### src/verilog/obj_config.svh
//********************
// sprite engine sizes and limits
// shared by the scan, queue, draw and line buffer blocks
//********************
`ifndef OBJ_CONFIG_SVH
`define OBJ_CONFIG_SVH

`define OBJ_SPRITES     64    // entries in sprite RAM
`define OBJ_PRIORITIES  16    // priority buckets
`define OBJ_LINE_W      320   // visible pixels per line
`define OBJ_BUF_DEPTH   512   // entries per line buffer bank

// graphics ROM layout
`define OBJ_SLICE_PIX   8     // 4-bit pixels per 32-bit slice
`define OBJ_ROW_BYTES   4     // one pixel row inside a tile
`define OBJ_TILE_BYTES  32    // one 8x8 tile

`endif

### src/verilog/obj_pkg.sv
//********************
// sprite engine types
// field widths and state encodings
//********************
package obj_pkg;

    typedef logic [5:0]  spr_idx_t;    // sprite number
    typedef logic [3:0]  pri_t;
    typedef logic [8:0]  pos_t;        // line or x position
    typedef logic [3:0]  spr_size_t;   // tiles minus one
    typedef logic [6:0]  palette_t;
    typedef logic [14:0] tile_t;
    typedef logic [15:0] tile_offs_t;  // byte offset into sprite gfx
    typedef logic [31:0] slice_t;      // 8 pixels of 4 bits

    // {priority, palette, code}
    typedef logic [14:0] pixel_t;

    // {sprite index, word number}
    typedef logic [7:0]  ram_addr_t;
    typedef logic [15:0] ram_word_t;

    typedef enum logic [2:0] {
        SCAN_IDLE, SCAN_W0, SCAN_W3, SCAN_CHK, SCAN_PUSH
    } scan_state_t;

    typedef enum logic [2:0] {
        DRAW_IDLE, DRAW_ATTR, DRAW_SET, DRAW_REQ, DRAW_RSP, DRAW_PIX
    } draw_state_t;

endpackage

### src/verilog/obj_line_scan.sv
//********************
// sprite line scanner
// reads words 0 and 3 of every sprite entry and pushes
// the sprites that cross the requested line into the queue
//********************
`timescale 1ns/10ps
`include "obj_config.svh"

module obj_line_scan (
    input  logic                CLK96,
    input  logic                RESET96,
    input  logic                line_start_i,
    input  obj_pkg::pos_t       line_i,
    input  obj_pkg::ram_word_t  ram_data_i,
    input  logic                push_ready_i,
    output obj_pkg::ram_addr_t  ram_addr_o,
    output logic                push_valid_o,
    output obj_pkg::spr_idx_t   push_idx_o,
    output obj_pkg::pri_t       push_pri_o,
    output logic                scan_done_o
);

    obj_pkg::scan_state_t state_q;
    logic [6:0]           spr_cnt;   // one bit wider than the index
    obj_pkg::pos_t        line_q;
    logic                 active_q;
    obj_pkg::pri_t        pri_q;
    obj_pkg::pos_t        y_pos;
    logic [9:0]           y_end;
    logic                 hit;
    logic                 resolve;

    // word 0 on the first read of a sprite, word 3 on the second
    assign ram_addr_o = {spr_cnt[5:0], (state_q == obj_pkg::SCAN_W3) ? 2'd3 : 2'd0};

    // word 3 is on the data bus while in SCAN_CHK
    assign y_pos = ram_data_i[15:7];
    assign y_end = {1'b0, y_pos} + {2'b00, {1'b0, ram_data_i[3:0]} + 5'd1, 3'b000};
    assign hit   = active_q && (line_q >= y_pos) && ({1'b0, line_q} < y_end);

    assign resolve = ((state_q == obj_pkg::SCAN_CHK) && !hit) ||
                     ((state_q == obj_pkg::SCAN_PUSH) && push_ready_i);

    always_ff @(posedge CLK96 or posedge RESET96) begin
        if (RESET96) begin
            state_q      <= obj_pkg::SCAN_IDLE;
            spr_cnt      <= '0;
            line_q       <= '0;
            active_q     <= 1'b0;
            pri_q        <= '0;
            push_valid_o <= 1'b0;
            push_idx_o   <= '0;
            push_pri_o   <= '0;
            scan_done_o  <= 1'b0;
        end else begin
            scan_done_o <= 1'b0;
            case (state_q)
                obj_pkg::SCAN_IDLE: begin
                    if (line_start_i) begin
                        line_q  <= line_i;
                        spr_cnt <= '0;
                        state_q <= obj_pkg::SCAN_W0;
                    end
                end
                obj_pkg::SCAN_W0: state_q <= obj_pkg::SCAN_W3;
                obj_pkg::SCAN_W3: begin
                    active_q <= ram_data_i[15];     // word 0 arrives here
                    pri_q    <= ram_data_i[11:8];
                    state_q  <= obj_pkg::SCAN_CHK;
                end
                obj_pkg::SCAN_CHK: begin
                    if (hit) begin
                        push_valid_o <= 1'b1;
                        push_idx_o   <= spr_cnt[5:0];
                        push_pri_o   <= pri_q;
                        state_q      <= obj_pkg::SCAN_PUSH;
                    end
                end
                obj_pkg::SCAN_PUSH: begin
                    if (push_ready_i) push_valid_o <= 1'b0;   // hold until taken
                end
                default: state_q <= obj_pkg::SCAN_IDLE;
            endcase

            if (resolve) begin
                if (spr_cnt == 7'(`OBJ_SPRITES - 1)) begin
                    scan_done_o <= 1'b1;
                    state_q     <= obj_pkg::SCAN_IDLE;
                end else begin
                    spr_cnt <= spr_cnt + 7'd1;
                    state_q <= obj_pkg::SCAN_W0;
                end
            end
        end
    end

    a_spr_cnt_range: assert property (@(posedge CLK96) disable iff (RESET96)
        (state_q != obj_pkg::SCAN_IDLE) |-> (spr_cnt < `OBJ_SPRITES));

endmodule

### config.mk
export PLATFORM = sky130hd
export DESIGN_NAME = obj_line_scan
export DESIGN_NICKNAME = d
export VERILOG_FILES = /design/src/verilog/obj_pkg.sv /design/src/verilog/obj_line_scan.sv
export VERILOG_INCLUDE_DIRS = /design/src /design/src/verilog
export SDC_FILE = /design/constraint.sdc
export NUM_CORES = 1
export LEC_CHECK = 0
export ABC_AREA = 1
export BUFFER_PORTS_ARGS = -buffer_cell sky130_fd_sc_hd__buf_4
export CAP_MARGIN = 20
export CORE_MARGIN = 2
export CORE_UTILIZATION = 50
export DETAILED_ROUTE_END_ITERATION = 7
export HOLD_SLACK_MARGIN = 0.02
export PLACE_DENSITY_LB_ADDON = 0.15
export SLEW_MARGIN = 10
export SYNTH_ARGS = -nofsm -noshare
export SYNTH_HDL_FRONTEND = slang
export SYNTH_SLANG_ARGS = --single-unit
export TNS_END_PERCENT = 1
### constraint.sdc
create_clock -name CLK96 -period 1.6 [get_ports CLK96]
set_input_delay 0.16 -clock CLK96 [delete_from_list [all_inputs] [get_ports CLK96]]
set_output_delay 0.16 -clock CLK96 [all_outputs]
set_load 0.02 [all_outputs]
Word-level counts from Yosys, hierarchy flattened
Index checks and enable logic that the tools add are counted.
Storage, ports and cells
  output and inout port bits: 20
  word-level logic and storage cells: 51
  bits in registers: 36
  bits of input ports: 29
Cells by class
  eq/ne operators: 10
  $lt $le $gt $ge: 2
  add/sub/neg operators: 3
  muxes and demuxes: 15
  reductions and logical operators: 12
Operators with widths (count)
  $mux W7: 4
  $pmux W3 S5: 1
  $add A9 B8 Y10: 1
  $lt A9 B10 Y1: 1
  $ge A9 B9 Y1: 1
  $mux W3: 3
  $add A7 B1 Y7 const B: 1
  $eq A7 B6 Y1 const B: 1
  $eq A3 B2 Y1 const B: 2
  $ne A2 B2 Y1 const B: 3
  $ne A3 B3 Y1 const B: 2
  $reduce_and A3 Y1: 2
  $add A4 B1 Y5 const B: 1
  $mux W1: 5
  $logic_and A1 B1 Y1: 4
  $reduce_and A2 Y1: 2
  $eq A3 B1 Y1 const B: 1
  $eq A3 B3 Y1 const B: 1
  $logic_not A3 Y1: 1
  $mux W2: 1
  $pmux W1 S2: 1
  $reduce_bool A2 Y1: 1
  $logic_not A1 Y1: 1
  $logic_or A1 B1 Y1: 1

Depth between registers and ports, before layout
  depth in word-level cells: 9
  gate-level depth with buffers: 18
  mapped depth without buffers: 18

Worst setup path before layout
No wires, ideal clock.
  kind: input to register
  from: in ram_data_i[0]
  to: reg push_idx_o[0]
  data required time: 1.483 ns
  data arrival time: 2.390 ns
  buffers on the path: 1
  setup slack: -0.908 ns
  stages on the path: 18
  cells stage by stage: ha_1 > xor2_1 > ha_1 > a21oi_1 > nand2_1 > nand2_1 > nand2_1 > a21oi_1 > xor2_1 > ha_1 > nand4_1 > nand2_1 > nor2_2 > and2_4 > nand3_2 > buf_6 > nand2_1 > nand2_1
On the way
  longest elaborated chain between the ends: 5
Ends and longest elaborated chain
  start: declaration: line obj_line_scan.sv:14  | input obj_pkg::ram_word_t ram_data_i,
  $add A4 B1 Y5: line obj_line_scan.sv:38  | assign y_end = {1'b0, y_pos} + {2'b00, {1'b0, ram_data_i[3:0]} + 5'd1, 3'b000};
  $add A9 B8 Y10: line obj_line_scan.sv:38
  $lt A9 B10 Y1: line obj_line_scan.sv:39  | assign hit = active_q && (line_q >= y_pos) && ({1'b0, line_q} < y_end);
  $logic_and A1 B1 Y1: line obj_line_scan.sv:39
  $reduce_and A2 Y1 (no source line)
  end signal: assignment: line obj_line_scan.sv:74  | push_idx_o <= spr_cnt[5:0];
  end: declaration: line obj_line_scan.sv:18  | output obj_pkg::spr_idx_t push_idx_o,
No other way between the ends.
A chain may end at the register's enable or synchronous reset.

Worst setup path after layout
  from: in ram_data_i[1]
  to: reg push_idx_o[2]
The elaborated chain is that of the path after synthesis.

==> metrics.cfg <==
[clock_network]
ctsLongestPathBuffers = 2
cts_inserted_buffers = 5
cts_htree_levels = 2
post_cts_buffers = 0
root_buffer = clkbuf_8
clk_pin_slew_worst_paths_ps = 70
clock_latency_ps = 290
tritoncts = done
cts.sinks = 36

[routing]
wl_um = 5430
ant_nets = 0
dr.pass1.iters = 4
routedWlPerCell_um = 11.9
vias = 2256
via_per_inst = 4.95
dr.first_iter.drc_count = 109
drc_errors = 0

[cells_and_area]
nets = 453
fin_util = 0.689
stdcell_count = 456
fillers = 412
area_growth_pct = 33.7
final_area_sq_mm = 0.00323
drive_gt1_frac = 0.296
n_antenna_cell = 0

[timing]
final-max-slew-violation-count = 0
slew_headroom = 0.627
fmax_mhz = 413
fin_crit_ps = 2420
finalHoldViolCount = 0
setup_ws_ps = -823
finalSetupViolCount = 21
rsz0062_at_grt = true
clock-skew-final_ps = 4.17
fin_crit_sh = 1.51
worst_pin_slew_ps = 557

[setup_path]
endpoint_kind = flip-flop
critPathTopFamily = simple AND/OR/NAND/NOR gates
worstRegToRegCells = 14
startpoint_type = input port
crit_type = input port to flip-flop
r2r_start = line_q[4]$_DFFE_PP0P_
cp_num_buf_inv = 1
cp_common_cell = nand2_1
critPathRequiredTime_ps = 1790
cp_data_arrival_time_ps = 2610
cp_slowest_stage_delay_ps = 350
r2r_slack_ps = -240
critPathSlowestCell = ha_1
r2r-end = spr_cnt[1]$_DFF_PP0_
crit_fanout = 6
path_cells = buf_6, ha_4, xor2_1, ha_1, a21oi_2, nand2_1, nand2_1, nand2_1, a21oi_2, xor2_1, ha_1, nand4_1, nand2_1, nor2_2, and2_4, nand3_4, nand2_1, nand2_1

[floorplan]
io_pins = 49
std_cell_rows = 25
coreArea_sq_mm = 0.00469
initial_core_util = 0.515
fp.dieH_um = 73.5
dieWidth_um = 73.5
die_area_sq_mm = 0.00540

[synthesis]
synth_cell_types = 29
yosys_warnings = 0
synth-edff-count = 0
ys_seq_area_frac = 0.373
yosys_register_bits = 36
async_reset_ff_frac = 1.00
syn_nets = 372
netlist_instances = 320
syn-cell-area_sq_mm = 0.00242
synthFlopType = dfrtp_1
syn_area_per_cell_sq_um = 7.55

[power]
power.density_mw_per_mm2 = 1620
p_leak_nw = 1.85
peakVddDrop_uv = 741

[grt]
antenna_found_initial = 0
grt_pass1_wl_um = 8980
met1_usage = 0.299
gr-usage-met3 = 0.0453
grtUsageTotal = 0.218
grt_pass1_vias = 1991
grt_max_degree = 37
grt_overflow = 0
met2_usage = 0.342
grt_busiest_layer = met2

[status]
violations = negative setup slack
status = finished, violations left

[hold_path]
holdPathStages = 3
min_from = line_i[6]
worstHoldEndpoint = line_q[6]$_DFFE_PP0P_
min_path_type = input port to flip-flop

[placed_design]
gp_congestion = 0.821
placed_area_sq_mm = 0.00304
dp_cells = 445
port_buffers = 45
hpwl_um = 4170

[run]
cap_violations = 0

==> worst max-delay path by stage <==
| stage | from | endpoint | slack, ps | depth (start not counted) |
|---|---|---|---|---|
| final | ram_data_i[1] | push_idx_o[2]$_DFFE_PP0P_ | -820 | 18 |
| after global routing | ram_data_i[1] | push_idx_o[2]$_DFFE_PP0P_ | -1040 | 18 |
| after CTS | ram_data_i[0] | push_idx_o[4]$_DFFE_PP0P_ | -800 | 18 |
| after detailed placement | ram_data_i[0] | push_pri_o[0]$_DFFE_PP0P_ | -1260 | 18 |
| after global placement | ram_data_i[0] | push_idx_o[0]$_DFFE_PP0P_ | -1130 | 18 |
| after floorplan | ram_data_i[0] | push_idx_o[0]$_DFFE_PP0P_ | -880 | 18 |
==> metal layers <==
layer / vias up / part of all wire
met4: 0 / 0.014
met1: 1027 / 0.49
met3: 6 / 0.043
met2: 49 / 0.46
li1: 1174 / -
met5: - / 0
==> registers in the layout, indices dropped and copies added (netlist names) <==
signal	cells
push_idx_o	6
pri_q	4
line_q	9
push_pri_o	4
spr_cnt	7
push_valid_o	1
active_q	1
scan_done_o	1
state_q	3
==> cells in the final DEF (no fill, tap or decap), types with 2 or more instances in the layout <==
cell type / netlist / routed
a21o_1: 2 / 2
a21oi_1: 8 / 5
a21oi_2: 0 / 3
buf_4: 8 / 80
buf_6: 1 / 4
clkbuf_8: 0 / 5
clkinv_2: 1 / 3
dfrtp_1: 36 / 36
ha_1: 22 / 20
inv_1: 42 / 41
nand2_1: 110 / 106
nand2_2: 3 / 7
nand3_1: 17 / 15
nand3_2: 2 / 3
nand3_4: 1 / 3
nand4_1: 13 / 13
nor2_1: 23 / 22
nor2_2: 1 / 2
o21ai_0: 9 / 9
o31ai_1: 2 / 2
xor2_1: 7 / 7
==> logic make-up (layout without fill, tap and decap cells) <==
group / count (synthesis) / in the layout / synth area share
compound gates: 24 / 24 / 0.0606
xor+xnor: 8 / 8 / 0.0290
fa+ha+maj: 23 / 23 / 0.122
buf+inv: 56 / 137 / 0.104
flops: 36 / 36 / 0.373
simple gates: 173 / 174 / 0.312
==> worst reg2reg max path, cell delays in order, from the launching register on <==
cell and delay, ps:
dfrtp_1 430, ha_1 330, nand2_1 90, inv_1 40, nand2_1 50, nand2_1 40
nand2_1 50, nand4_1 70, nand2_1 80, inv_1 60, nand3_1 90, nand2_2 110
buf_6 180, nand3_1 70, nand2_1 60
==> cells in the mapped netlist (all sizes together), types with 2 or more instances <==
master / instances / share of area
a21oi: 9 / 0.023
o21ai: 9 / 0.019
a21o: 2 / 0.0062
nand3: 20 / 0.051
dfrtp: 36 / 0.37
inv: 42 / 0.065
xor2: 7 / 0.025
o31ai: 2 / 0.0062
buf: 10 / 0.032
ha: 22 / 0.11
nor2: 24 / 0.038
nand4: 13 / 0.034
nand2: 114 / 0.18
clkbuf: 3 / 0.0047
==> power breakdown <==
group          leakage, nW  internal (mW)  switching (mW)
Combinational         1.34           1.34            1.68
Sequential           0.463           1.31           0.278
Clock               0.0479          0.303           0.338
==> cell type report <==
cell class / count / area [sq um] / area share
clock buffer: 5 / 68.8 / 0.0213
clock inverter: 3 / 18.8 / 0.00581
inverter: 43 / 163 / 0.0503
multi-input combinational: 229 / 1340 / 0.415
sequential: 36 / 901 / 0.279
tap: 54 / 67.6 / 0.0209
timing repair buffer: 86 / 671 / 0.208
==> stage by stage <==
step                      power, mW  worst slack (ps)  setup TNS, ps  hold slack [ps]
after floorplan                3.42              -881         -17820              255
after global placement         4.36             -1130         -22930              298
after detailed placement       4.43             -1260         -24930              301
after CTS                      5.23              -802         -16090             50.9
after global routing           5.72             -1040         -21170             60.9
final                          5.25              -823         -16820             57.3
==> repair_timing <==
item,4_1_cts,5_1_grt
endpoints found under the hold margin,36,0
cloned,2,0
pin swaps,16,6
gates resized for setup,14,7
hold buffers,1,0
setup endpoints to repair,23,21
No activity file was read; power rests on OpenSTA's default activity.
